==> config.mk <==
export PLATFORM = sky130hd
export DESIGN_NAME = rv_mem_wb
export DESIGN_NICKNAME = d
export VERILOG_FILES = /design/src/hw/rv_isa_pkg.sv /design/src/hw/rv_pipe_pkg.sv /design/src/hw/rv_mem_wb.sv
export VERILOG_INCLUDE_DIRS = /design/src /design/src/hw
export SDC_FILE = /design/constraint.sdc
export NUM_CORES = 1
export LEC_CHECK = 0
export BUFFER_PORTS_ARGS = -buffer_cell sky130_fd_sc_hd__buf_2
export CAP_MARGIN = 20
export CORE_AREA = 4 4 143 145
export DETAILED_ROUTE_END_ITERATION = 8
export DIE_AREA = 0 0 147 149
export MAX_ROUTING_LAYER = met4
export PLACE_DENSITY = 0.52
export RECOVER_POWER = 50
export SETUP_SLACK_MARGIN = 0.15
export SLEW_MARGIN = 10
export SYNTH_ARGS = -nofsm -noshare
export SYNTH_HDL_FRONTEND = slang
export SYNTH_SLANG_ARGS = --single-unit
==> constraint.sdc <==
create_clock -name clk -period 2.6 [get_ports clk]
set_input_delay 0.13 -clock clk [delete_from_list [all_inputs] [get_ports clk]]
set_output_delay 0.13 -clock clk [all_outputs]
set_load 0.01 [all_outputs]
==> src/hw/rv_core_settings.svh <==
// Width and reset settings shared by the RV64 pipeline blocks
`ifndef RV_CORE_SETTINGS_SVH
`define RV_CORE_SETTINGS_SVH

// Datapath
`define RV_XLEN     64
`define RV_ILEN     32      // Instruction word

// Register file
`define RV_NREG     32
`define RV_REG_W    5

// Byte addresses on the instruction and data ports
`define RV_PC_W     32

// First fetch after reset
`define RV_RESET_PC 32'h0000_0000

`endif

==> src/hw/rv_isa_pkg.sv <==
// RV64 instruction set encodings for the kept integer subset
package rv_isa_pkg;

    // Major opcodes, instr[6:0]
    typedef enum logic [6:0] {
        OPC_LOAD   = 7'b0000011,
        OPC_STORE  = 7'b0100011,
        OPC_OP_IMM = 7'b0010011,
        OPC_OP     = 7'b0110011,
        OPC_BRANCH = 7'b1100011,
        OPC_JAL    = 7'b1101111
    } rv_opcode_e;

    // Operations the execute ALU understands
    typedef enum logic [3:0] {
        ALU_ADD = 4'd0,
        ALU_SUB = 4'd1,
        ALU_SLL = 4'd2,
        ALU_SLT = 4'd3,
        ALU_XOR = 4'd4,
        ALU_SRL = 4'd5,
        ALU_SRA = 4'd6,
        ALU_OR  = 4'd7,
        ALU_AND = 4'd8
    } alu_op_e;

    // funct3 for OP and OP_IMM
    localparam logic [2:0] F3_ADD  = 3'b000;
    localparam logic [2:0] F3_SLL  = 3'b001;
    localparam logic [2:0] F3_SLT  = 3'b010;
    localparam logic [2:0] F3_SLTU = 3'b011;   // Not supported
    localparam logic [2:0] F3_XOR  = 3'b100;
    localparam logic [2:0] F3_SR   = 3'b101;   // SRL/SRA, picked by instr[30]
    localparam logic [2:0] F3_OR   = 3'b110;
    localparam logic [2:0] F3_AND  = 3'b111;

    // funct3 for branches and memory ops
    localparam logic [2:0] F3_BEQ  = 3'b000;
    localparam logic [2:0] F3_BNE  = 3'b001;
    localparam logic [2:0] F3_LD   = 3'b011;
    localparam logic [2:0] F3_SD   = 3'b011;

endpackage

==> src/hw/rv_pipe_pkg.sv <==
// Pipeline register, writeback, redirect and data memory types
`include "rv_core_settings.svh"

package rv_pipe_pkg;
    import rv_isa_pkg::*;

    // Sequential fetch step in bytes
    localparam logic [`RV_PC_W-1:0] PC_STEP = 4;

    // Decoded control bits
    typedef struct packed {
        logic    reg_write;
        logic    mem_to_reg;    // Load
        logic    mem_write;     // Store
        logic    alu_src_imm;
        logic    branch;
        logic    jal;
        alu_op_e alu_op;
    } ctrl_t;

    // Decode to execute
    typedef struct packed {
        logic                 valid;
        ctrl_t                ctrl;
        logic [`RV_PC_W-1:0]  pc;
        logic [`RV_REG_W-1:0] rs1;
        logic [`RV_REG_W-1:0] rs2;
        logic [`RV_REG_W-1:0] rd;
        logic [2:0]           funct3;
        logic [`RV_XLEN-1:0]  imm;
        logic [`RV_XLEN-1:0]  rdata1;
        logic [`RV_XLEN-1:0]  rdata2;
    } id_ex_t;

    // Execute to memory
    typedef struct packed {
        logic                 valid;
        logic                 reg_write;
        logic                 mem_to_reg;
        logic                 mem_write;
        logic [`RV_REG_W-1:0] rd;
        logic [`RV_XLEN-1:0]  result;      // ALU value or JAL link
        logic [`RV_XLEN-1:0]  store_data;
    } ex_mem_t;

    typedef struct packed {
        logic                 wen;
        logic [`RV_REG_W-1:0] rd;
        logic [`RV_XLEN-1:0]  data;
    } wb_t;

    typedef struct packed {
        logic                valid;
        logic [`RV_PC_W-1:0] target;
    } redirect_t;

    typedef struct packed {
        logic                wen;
        logic [`RV_PC_W-1:0] address;
        logic [`RV_XLEN-1:0] wdata;
    } dmem_req_t;

endpackage

==> src/hw/rv_mem_wb.sv <==
// Memory access and writeback, data memory request and memory/writeback register
`timescale 1ns/10ps
`include "rv_core_settings.svh"

module rv_mem_wb
    import rv_pipe_pkg::*;
(
    input  logic                clk,
    input  logic                rst,
    input  ex_mem_t             ex_mem_i,
    output dmem_req_t           dmem_req_o,
    input  logic [`RV_XLEN-1:0] dmem_rdata_i,
    output wb_t                 wb_o
);

    logic [`RV_XLEN-1:0] wb_data;

    // Address comes from the ALU sum, memory answers in the same cycle
    assign dmem_req_o.wen     = ex_mem_i.valid && ex_mem_i.mem_write;
    assign dmem_req_o.address = ex_mem_i.result[`RV_PC_W-1:0];
    assign dmem_req_o.wdata   = ex_mem_i.store_data;

    assign wb_data = ex_mem_i.mem_to_reg ? dmem_rdata_i : ex_mem_i.result;

    always_ff @(posedge clk or posedge rst) begin
        if (rst) begin
            wb_o <= '0;
        end else begin
            wb_o.wen  <= ex_mem_i.valid && ex_mem_i.reg_write;
            wb_o.rd   <= ex_mem_i.rd;
            wb_o.data <= wb_data;
        end
    end

    // A store is never a load and never reaches the register file
    a_store_only: assert property (@(posedge clk) disable iff (rst)
        dmem_req_o.wen |-> !ex_mem_i.mem_to_reg ##1 !wb_o.wen);

endmodule

==> results.md <==
* Crit path max fanout at 29
* Largest registers: wb_o (70)
* Max incr delay on CP at 0.60 ns
* Via count at 2258
* CP required at 3.07 ns
* Hold Vio Cnt, Final at 0
* Post_cts resized at 0
* Full die area at 0.0219 sq mm
* Cell Area, Synth at 0.00357 sq mm
* Status: complete, no violations
* Synth cell types at 8
* Yosys reg bits at 70
* Critical path class: in2async
* Sequential share of the synthesized area at 0.491
* CP top delay family: buffers and inverters
* Port-buffer cells at 241
* Routed len/inst at 17.6 um
* Final TNS setup at 0 ns
* Share of the synthesized area in the top cell type at 0.491
* Final setup margin at 1.18 ns
* I/O Pins at 370
* Clock-pin slew on the worst setup and hold paths at 0.06 ns
* Pre-antenna DRT Iters at 4
* Vias in the first global route at 2611
* Drt drc at 0
* Largest net degree at the start of global routing at 35
* Vias per cell at 3.37
* Max VDD drop at 0.200 mV
* Syn Nets at 443
* Most instantiated library cell after synthesis: buf_4
* Leak at 2.25 nW
* GRT Overall Usage at 0.106
* CP arrival at 1.89 ns
* Area grow syn2layout at 26.3%
* Final WL at 11800 um
* DRT iter0 DRCs at 43
* Worst Tran Pin Value at 0.864 ns
* CP bufs+invs at 4
* Most frequent cells after synthesis: 96 x buf_4, 70 x dfrtp_1, 60 x mux2_4
* RSZ-0062 raised after global routing: false
* Slowest cell on the critical path: inv_1
* P per Cell Area at 638 mW/mm^2
* Root Buffer: clkbuf_16
* Fmax at 705 MHz
* Total CTS buffers at 9
* Number of setup buffers added after CTS at 0
* First-pass GRT wire length at 16600 um
* Period utilization at 0.545
* CTS H-tree depth at 3
* CTS sink cnt at 70
* Syn avg cell area at 14.9 sq um
* Min Tclk post-route at 1.42 ns
* Worst slew margin at 0.424
* Ys Warns at 0
* Final Instance Area at 0.00450 sq mm
* Mapped Cells at 240
* CTS tree: built
* Biggest register: wb_o
* Final ANT Viol Nets at 0
* Rows at 51
* Prevailing post-synth register cell: dfrtp_1
* Core area at 0.0192 sq mm
* Final total power at 2.87 mW
* Area contributors post-synth: dfrtp_1 49%, mux2_4 25%, buf_4 20%, buf_12 3.4%, mux2_2 1.3%
* Startpoint types: primary input
* Initial core utilization at 0.186
* Layout cells sized above 1 at 0.648
* Post-synth top area cell: dfrtp_1
* Die H at 149 um
* Setup WS pre-CTS at 1.09 ns
* Critical path, cell by cell: dlygate4sd3_1 -> buf_2 -> inv_1 -> buf_4
* Final nets at 601
* Endpoints failing setup at 0
* Max capacitance violation total at 0
* Die width at 147 um
* Grt ovf at 0
* Initial antenna violation count at 2
* Placed inst area at 0.00429 sq mm
* Clock buffer depth at 2
* GPL Wtd Cong at 0.890
* FFs w/ async S/R, synth at 1.00
* Max Transition Viols Final at 0
* EDFF count, synth at 0
* # hold bufs at CTS at 6
* HPWL after detailed placement at 10100 um
* Max reg flops at 70
* Hold Worst Slack at 0.0200 ns
* Crit. End Element: async pin
* Hold crit path type: in2reg
-- layout by cell type, fill, tap and decap left out --
cell type,instances
inv_1,1
clkbuf_1,35
buf_2,206
and2_0,2
dfrtp_1,70
diode_2,2
mux2_1,28
dlygate4sd3_1,6
mux2_2,4
clkbuf_2,1
buf_4,2
inv_6,2
clkinvlp_4,3
bufinv_16,1
mux2_4,32
clkbuf_16,9
buf_12,1
-- layer usage --
| layer | GRT usage | wire (um) | vias up | part of all wire |
|---|---|---|---|---|
| met5 | - | 0 | - | 0 |
| met4 | 0.0424 | 274 | 0 | 0.023 |
| met3 | 0.0498 | 1390 | 33 | 0.12 |
| met2 | 0.188 | 6170 | 186 | 0.52 |
| met1 | 0.0992 | 3950 | 1030 | 0.34 |
| li1 | - | - | 1009 | - |
-- final cells by class --
class	count	area, sq um
clock buffers	10	229
flip-flops and latches	70	1750
clock inverters	6	70.1
repair buffers	250	1260
multi-input cells	66	853
inverters	1	3.75
fillers	2083	14700
well taps	265	332
diodes	2	5.00
-- power by group --
| group | switching (mW) | internal [mW] | leakage [nW] |
|---|---|---|---|
| Sequential | 0.0222 | 1.17 | 0.817 |
| Combinational | 0.221 | 0.233 | 1.30 |
| Clock | 0.479 | 0.749 | 0.136 |
-- cell families after synthesis --
| family | Yosys count | synth area share |
|---|---|---|
| buffers and inverters | 104 | 0.240 |
| DFF | 70 | 0.491 |
| muxes | 64 | 0.265 |
| and+or+nand+nor | 2 | 0.00351 |
-- path summary, 6_finish.rpt --
check,end,depth (start not counted),slack [ns],start
setup / recovery,wb_o[1],4,1.18,rst
hold / removal,wb_o[37],2,0.02,ex_mem_i[101]
max in group clk,wb_o[63],3,1.24,ex_mem_i[134]
min in group asynchronous,wb_o[39],3,0.51,rst
-- per-stage QoR --
step / utilization / std cells
5_1_grt: 0.234 / 670
3_5_place_dp: 0.223 / 646
6_report: 0.234 / 670
4_1_cts: 0.242 / 668
2_1_floorplan: - / 240
3_3_place_gp: 0.223 / 646
(Power assumes the default switching activity.)
