File: config.mk
export PLATFORM = sky130hd
export DESIGN_NAME = rv_execute
export DESIGN_NICKNAME = d
export VERILOG_FILES = /design/src/hw/rv_isa_pkg.sv /design/src/hw/rv_pipe_pkg.sv /design/src/hw/rv_execute.sv
export VERILOG_INCLUDE_DIRS = /design/src /design/src/hw
export SDC_FILE = /design/constraint.sdc
export NUM_CORES = 2
export LEC_CHECK = 0
export BUFFER_PORTS_ARGS = -buffer_cell sky130_fd_sc_hd__buf_2
export CORE_MARGIN = 10
export CORE_UTILIZATION = 25
export CTS_BUF_LIST = sky130_fd_sc_hd__clkbuf_4
export DETAILED_ROUTE_END_ITERATION = 10
export GPL_ROUTABILITY_DRIVEN = 0
export PLACE_DENSITY_LB_ADDON = 0.05
export SLEW_MARGIN = 0
export SYNTH_ARGS = -nofsm -noshare
export SYNTH_HDL_FRONTEND = slang
export SYNTH_SLANG_ARGS = --single-unit
File: constraint.sdc
create_clock -name clk -period 7.51 [get_ports clk]
set_input_delay 0.3755 -clock clk [delete_from_list [all_inputs] [get_ports clk]]
set_output_delay 0.3755 -clock clk [all_outputs]
set_load 0.02 [all_outputs]
File: src/hw/rv_core_settings.svh
// Width and reset settings shared by the RV64 pipeline blocks
`ifndef RV_CORE_SETTINGS_SVH
`define RV_CORE_SETTINGS_SVH

// Datapath
`define RV_XLEN     64
`define RV_ILEN     32      // Instruction word

// Register file
`define RV_NREG     32
`define RV_REG_W    5

// Byte addresses on the instruction and data ports
`define RV_PC_W     32

// First fetch after reset
`define RV_RESET_PC 32'h0000_0000

`endif

File: src/hw/rv_isa_pkg.sv
// RV64 instruction set encodings for the kept integer subset
package rv_isa_pkg;

    // Major opcodes, instr[6:0]
    typedef enum logic [6:0] {
        OPC_LOAD   = 7'b0000011,
        OPC_STORE  = 7'b0100011,
        OPC_OP_IMM = 7'b0010011,
        OPC_OP     = 7'b0110011,
        OPC_BRANCH = 7'b1100011,
        OPC_JAL    = 7'b1101111
    } rv_opcode_e;

    // Operations the execute ALU understands
    typedef enum logic [3:0] {
        ALU_ADD = 4'd0,
        ALU_SUB = 4'd1,
        ALU_SLL = 4'd2,
        ALU_SLT = 4'd3,
        ALU_XOR = 4'd4,
        ALU_SRL = 4'd5,
        ALU_SRA = 4'd6,
        ALU_OR  = 4'd7,
        ALU_AND = 4'd8
    } alu_op_e;

    // funct3 for OP and OP_IMM
    localparam logic [2:0] F3_ADD  = 3'b000;
    localparam logic [2:0] F3_SLL  = 3'b001;
    localparam logic [2:0] F3_SLT  = 3'b010;
    localparam logic [2:0] F3_SLTU = 3'b011;   // Not supported
    localparam logic [2:0] F3_XOR  = 3'b100;
    localparam logic [2:0] F3_SR   = 3'b101;   // SRL/SRA, picked by instr[30]
    localparam logic [2:0] F3_OR   = 3'b110;
    localparam logic [2:0] F3_AND  = 3'b111;

    // funct3 for branches and memory ops
    localparam logic [2:0] F3_BEQ  = 3'b000;
    localparam logic [2:0] F3_BNE  = 3'b001;
    localparam logic [2:0] F3_LD   = 3'b011;
    localparam logic [2:0] F3_SD   = 3'b011;

endpackage

File: src/hw/rv_pipe_pkg.sv
// Pipeline register, writeback, redirect and data memory types
`include "rv_core_settings.svh"

package rv_pipe_pkg;
    import rv_isa_pkg::*;

    // Sequential fetch step in bytes
    localparam logic [`RV_PC_W-1:0] PC_STEP = 4;

    // Decoded control bits
    typedef struct packed {
        logic    reg_write;
        logic    mem_to_reg;    // Load
        logic    mem_write;     // Store
        logic    alu_src_imm;
        logic    branch;
        logic    jal;
        alu_op_e alu_op;
    } ctrl_t;

    // Decode to execute
    typedef struct packed {
        logic                 valid;
        ctrl_t                ctrl;
        logic [`RV_PC_W-1:0]  pc;
        logic [`RV_REG_W-1:0] rs1;
        logic [`RV_REG_W-1:0] rs2;
        logic [`RV_REG_W-1:0] rd;
        logic [2:0]           funct3;
        logic [`RV_XLEN-1:0]  imm;
        logic [`RV_XLEN-1:0]  rdata1;
        logic [`RV_XLEN-1:0]  rdata2;
    } id_ex_t;

    // Execute to memory
    typedef struct packed {
        logic                 valid;
        logic                 reg_write;
        logic                 mem_to_reg;
        logic                 mem_write;
        logic [`RV_REG_W-1:0] rd;
        logic [`RV_XLEN-1:0]  result;      // ALU value or JAL link
        logic [`RV_XLEN-1:0]  store_data;
    } ex_mem_t;

    typedef struct packed {
        logic                 wen;
        logic [`RV_REG_W-1:0] rd;
        logic [`RV_XLEN-1:0]  data;
    } wb_t;

    typedef struct packed {
        logic                valid;
        logic [`RV_PC_W-1:0] target;
    } redirect_t;

    typedef struct packed {
        logic                wen;
        logic [`RV_PC_W-1:0] address;
        logic [`RV_XLEN-1:0] wdata;
    } dmem_req_t;

endpackage

File: src/hw/rv_execute.sv
// Execute stage, operand forwarding, ALU, branch/JAL resolution, execute/memory register
`timescale 1ns/10ps
`include "rv_core_settings.svh"

module rv_execute
    import rv_isa_pkg::*, rv_pipe_pkg::*;
(
    input  logic      clk,
    input  logic      rst,
    input  id_ex_t    id_ex_i,
    input  wb_t       wb_i,
    output redirect_t redirect_o,
    output ex_mem_t   ex_mem_o
);

    localparam int XLEN = `RV_XLEN;

    logic            mem_hit1;
    logic            mem_hit2;
    logic            wb_hit1;
    logic            wb_hit2;
    logic [XLEN-1:0] op_a;
    logic [XLEN-1:0] op_b_reg;      // rs2 after forwarding, also store data
    logic [XLEN-1:0] op_b;
    logic [5:0]      shamt;
    logic [XLEN-1:0] alu_res;
    logic [XLEN-1:0] link;
    logic            equal;
    logic            taken;

    // Memory stage wins, loads there are not ready yet
    assign mem_hit1 = ex_mem_o.valid && ex_mem_o.reg_write && !ex_mem_o.mem_to_reg &&
                      (ex_mem_o.rd != '0) && (ex_mem_o.rd == id_ex_i.rs1);
    assign mem_hit2 = ex_mem_o.valid && ex_mem_o.reg_write && !ex_mem_o.mem_to_reg &&
                      (ex_mem_o.rd != '0) && (ex_mem_o.rd == id_ex_i.rs2);
    assign wb_hit1  = wb_i.wen && (wb_i.rd != '0) && (wb_i.rd == id_ex_i.rs1);
    assign wb_hit2  = wb_i.wen && (wb_i.rd != '0) && (wb_i.rd == id_ex_i.rs2);

    assign op_a     = mem_hit1 ? ex_mem_o.result :
                      wb_hit1  ? wb_i.data       : id_ex_i.rdata1;
    assign op_b_reg = mem_hit2 ? ex_mem_o.result :
                      wb_hit2  ? wb_i.data       : id_ex_i.rdata2;
    assign op_b     = id_ex_i.ctrl.alu_src_imm ? id_ex_i.imm : op_b_reg;
    assign shamt    = op_b[5:0];    // RV64 shift amount

    always_comb begin
        case (id_ex_i.ctrl.alu_op)
            ALU_ADD: alu_res = op_a + op_b;
            ALU_SUB: alu_res = op_a - op_b;
            ALU_SLL: alu_res = op_a << shamt;
            ALU_SLT: alu_res = XLEN'($signed(op_a) < $signed(op_b));
            ALU_XOR: alu_res = op_a ^ op_b;
            ALU_SRL: alu_res = op_a >> shamt;
            ALU_SRA: alu_res = $signed(op_a) >>> shamt;
            ALU_OR:  alu_res = op_a | op_b;
            ALU_AND: alu_res = op_a & op_b;
            default: alu_res = op_a + op_b;
        endcase
    end

    assign link  = XLEN'(id_ex_i.pc + PC_STEP);
    assign equal = (op_a == op_b_reg);

    // BNE inverts the equality test
    assign taken = id_ex_i.valid &&
                   ((id_ex_i.ctrl.branch && (equal ^ (id_ex_i.funct3 == F3_BNE))) ||
                    id_ex_i.ctrl.jal);

    assign redirect_o.valid  = taken;
    assign redirect_o.target = id_ex_i.pc + id_ex_i.imm[`RV_PC_W-1:0];

    always_ff @(posedge clk or posedge rst) begin
        if (rst) begin
            ex_mem_o <= '0;
        end else begin
            ex_mem_o.valid      <= id_ex_i.valid;
            ex_mem_o.reg_write  <= id_ex_i.ctrl.reg_write;
            ex_mem_o.mem_to_reg <= id_ex_i.ctrl.mem_to_reg;
            ex_mem_o.mem_write  <= id_ex_i.ctrl.mem_write;
            ex_mem_o.rd         <= id_ex_i.rd;
            ex_mem_o.result     <= id_ex_i.ctrl.jal ? link : alu_res;
            ex_mem_o.store_data <= op_b_reg;
        end
    end

    // Only control flow redirects, and the next slot in execute is a bubble
    a_redirect_src: assert property (@(posedge clk) disable iff (rst)
        redirect_o.valid |-> (id_ex_i.ctrl.branch || id_ex_i.ctrl.jal) ##1 !id_ex_i.valid);

endmodule

==> run summary <==
internal reg-to-reg setup slack: 0.19 ns
DR vias/cell: 6.15
Ports: 495
critical path endpoint category: flip-flop
H-tree depth reported by CTS: 4
vias: 40523
Final Total Pwr: 5400 uW
die height: 369 um
Yosys reg bits: 137
GR Overflow Total: 0
setup TNS: 0 ns
most frequent cells in the layout: buf_2, nand2_1, a21oi_1, o21ai_0, nor2_1
final non-filler cell total: 6584
syn nets: 5047
GR Layer Usage met1: 0.428
placed cell count: 6530
Max clock buf depth: 2
Root Driver: clkbuf_4
PwrDens: 149 nW/um^2
DRC viols: 0
Regs by FF count: ex_mem_o (137)
max FFs per register: 137
library cells used by synthesis: 113
hold path depth: 4
Die ar.: 136000 um^2
nets: 5491
commonest non-fill, non-tap cell in the layout: buf_2
largest net degree at the start of global routing: 139
cts bufs inserted: 17
Crit Path Category: reg -> reg
WL final: 230 mm
maxcap violations: 0
core box area: 122000 um^2
Leak: 0.0150 uW
Async SR Flop Fraction: 1.00
ANT nets after route: 0
EDFF count, synth: 0
DR iter-0 viols: 5906
relative slew slack: 0.0477
unrepaired setup endpoints after global routing: no
worst reg2reg startpoint: ex_mem_o[129]
worst-path fanout max: 57
Arr. time, crit path: 7.86 ns
RR Endpoint: ex_mem_o[104]
Layout area overhead: 18.5%
layout cell share with drive strength beyond 1: 0.198
synth warn: 0
later-pin clock latency in the skew report: 0.72 ns
die width: 369 um
Hold Vio Cnt, Final: 0
Finished Core Util: 0.297
main flop type after synthesis: dfrtp_1
grt met2 use: 0.477
hold path start: id_ex_i[53]
Worst EP required: 8.05 ns
Biggest register: ex_mem_o
drt pass-1 iters: 8
R2R cell count: 22
met3 usage: 0.0871
average size of a mapped cell: 6.79 um^2
Worst Hold Path EP: ex_mem_o[53]
buffers added on ports: 494
Max Freq: 0.137 GHz
Tmin final: 7.32 ns
global-route wire length before repair: 315 mm
initial antenna violation count: 28
CTS clock-pin slew for the worst setup and hold paths: 0.15 ns
Post-Syn Area: 30500 um^2
Final Slew Violations: 0
worst vdd ir: 0.0777 mV
Initial Util: 0.251
Hold WC Path Type: in -> reg
fin crit share: 0.975
num rows: 128
CTS Sinks: 137
CTS tree: done
Post-Syn Instances: 4495
DP HPWL: 186 mm
status: complete, no violations
startpoint types: flip-flop
Tot GR Track Use: 0.317
Slew @ Worst Pin: 1.42 ns
Setup violations, final: 0
busiest layer in global routing: met2
vias in the first global route: 38471
Worst Clk Skew: 0.0585 ns
average wire per standard cell: 34.9 um
register area share after synthesis: 0.112
-- routing by layer --
| layer | vias to the layer above | share of wire |
|---|---|---|
| met1 | 19944 | 0.42 |
| met5 | - | 0.00065 |
| met3 | 424 | 0.11 |
| met2 | 2580 | 0.42 |
| met4 | 24 | 0.043 |
| li1 | 17551 | - |
-- cells by family after synthesis --
group / share of synthesized area
flops: 0.112
simple gates: 0.229
mux: 0.0948
xor+xnor: 0.0563
compound gates: 0.340
buf+inv: 0.0738
fa+ha+maj: 0.0936
-- report_power, final --
part | leakage, uW | internal [uW] | switching [uW] | total (uW)
Clock | 0.000130 | 195 | 360 | 555
Sequential | 0.00163 | 812 | 119 | 931
Combinational | 0.0132 | 1210 | 2700 | 3910
-- cell usage after synthesis, types with 12 or more instances --
cell | instances | share of area
a31oi_1 | 120 | 0.025
buf_2 | 82 | 0.013
or2_2 | 13 | 0.0027
a22oi_1 | 26 | 0.0064
o21a_1 | 22 | 0.0054
o2111ai_1 | 14 | 0.0040
o211ai_1 | 49 | 0.012
nor2_1 | 386 | 0.048
nand3_1 | 240 | 0.039
mux2i_1 | 158 | 0.052
o21ai_1 | 54 | 0.0089
nor3_1 | 183 | 0.030
inv_1 | 202 | 0.025
and3_1 | 21 | 0.0043
a211oi_1 | 69 | 0.017
and2_1 | 19 | 0.0039
o31ai_1 | 31 | 0.0076
nor4_1 | 51 | 0.010
dfrtp_1 | 137 | 0.11
a21oi_1 | 406 | 0.067
a21o_1 | 56 | 0.014
clkbuf_1 | 207 | 0.025
o21ai_0 | 384 | 0.063
o22ai_1 | 61 | 0.013
o221ai_1 | 29 | 0.0083
ha_1 | 225 | 0.092
xor2_1 | 42 | 0.012
a32oi_1 | 25 | 0.0072
nand2_1 | 421 | 0.052
xnor2_1 | 154 | 0.044
a2111oi_0 | 14 | 0.0040
or3_1 | 21 | 0.0043
mux2_2 | 101 | 0.037
nor2b_1 | 28 | 0.0057
nand4_1 | 32 | 0.0066
nand2b_1 | 26 | 0.0053
a221oi_1 | 41 | 0.012
o21bai_1 | 52 | 0.013
a221o_1 | 12 | 0.0039
a311oi_1 | 13 | 0.0037
buf_1 | 30 | 0.0037
-- worst max-delay path, cell delays in order, from the launching register on --
cell and delay [ns]:
dfrtp_1 0.46, or4_4 0.60, o211ai_2 0.43, nor2_4 0.11, buf_12 0.20, o21ai_0 0.97, mux2_2 0.34, ha_1 0.26
buf_4 0.18, o21ai_0 0.14, nand3_1 0.21, a21oi_1 0.17, o41ai_1 0.49, a31oi_1 0.28, o31ai_1 0.33, buf_4 0.20
a21o_1 0.24, buf_4 0.20, a21oi_1 0.07, o21bai_1 0.31, a221o_1 0.21, o21ai_0 0.18, a31oi_1 0.52
-- final cells by class --
cell class / count / area, um^2
Antenna cell: 9 / 22.5
Inverter: 213 / 808
Fill cell: 13706 / 85400
Multi-Input combinational cell: 3809 / 25000
Timing Repair Buffer: 761 / 4630
Clock buffer: 18 / 135
Tap cell: 1625 / 2030
Clock inverter: 12 / 129
Sequential cell: 137 / 3430
-- stage by stage --
step,hold WS (ns),setup slack (ns),cell area [um^2]
3_5_place_dp,0.486,0.427,35700
6_report,0.130,0.189,36100
4_1_cts,0.0120,0.483,36100
3_3_place_gp,0.485,0.402,35700
2_1_floorplan,0.407,0.934,30500
5_1_grt,0.0913,0.0183,36100
-- worst max path at each step --
| stage | start | end | slack [ns] | depth (start not counted) |
|---|---|---|---|---|
| 3_5_place_dp | wb_i[68] | ex_mem_o[64] | 0.43 | 24 |
| 6_report | ex_mem_o[129] | ex_mem_o[104] | 0.19 | 22 |
| 2_1_floorplan | ex_mem_o[129] | ex_mem_o[122] | 0.93 | 24 |
| 5_1_grt | ex_mem_o[129] | ex_mem_o[127] | 0.02 | 21 |
| 3_3_place_gp | wb_i[68] | ex_mem_o[120] | 0.40 | 24 |
| 4_1_cts | ex_mem_o[130] | ex_mem_o[64] | 0.48 | 22 |
-- timing repair --
| item | CTS | global route |
|---|---|---|
| endpoints found under the hold margin | 82 | 0 |
| resized for setup | 0 | 2 |
| hold buffers | 15 | 0 |
| buffers inserted | 0 | 0 |
| setup endpoints to repair | 0 | 3 |
Power figures use the tool's default switching activity.
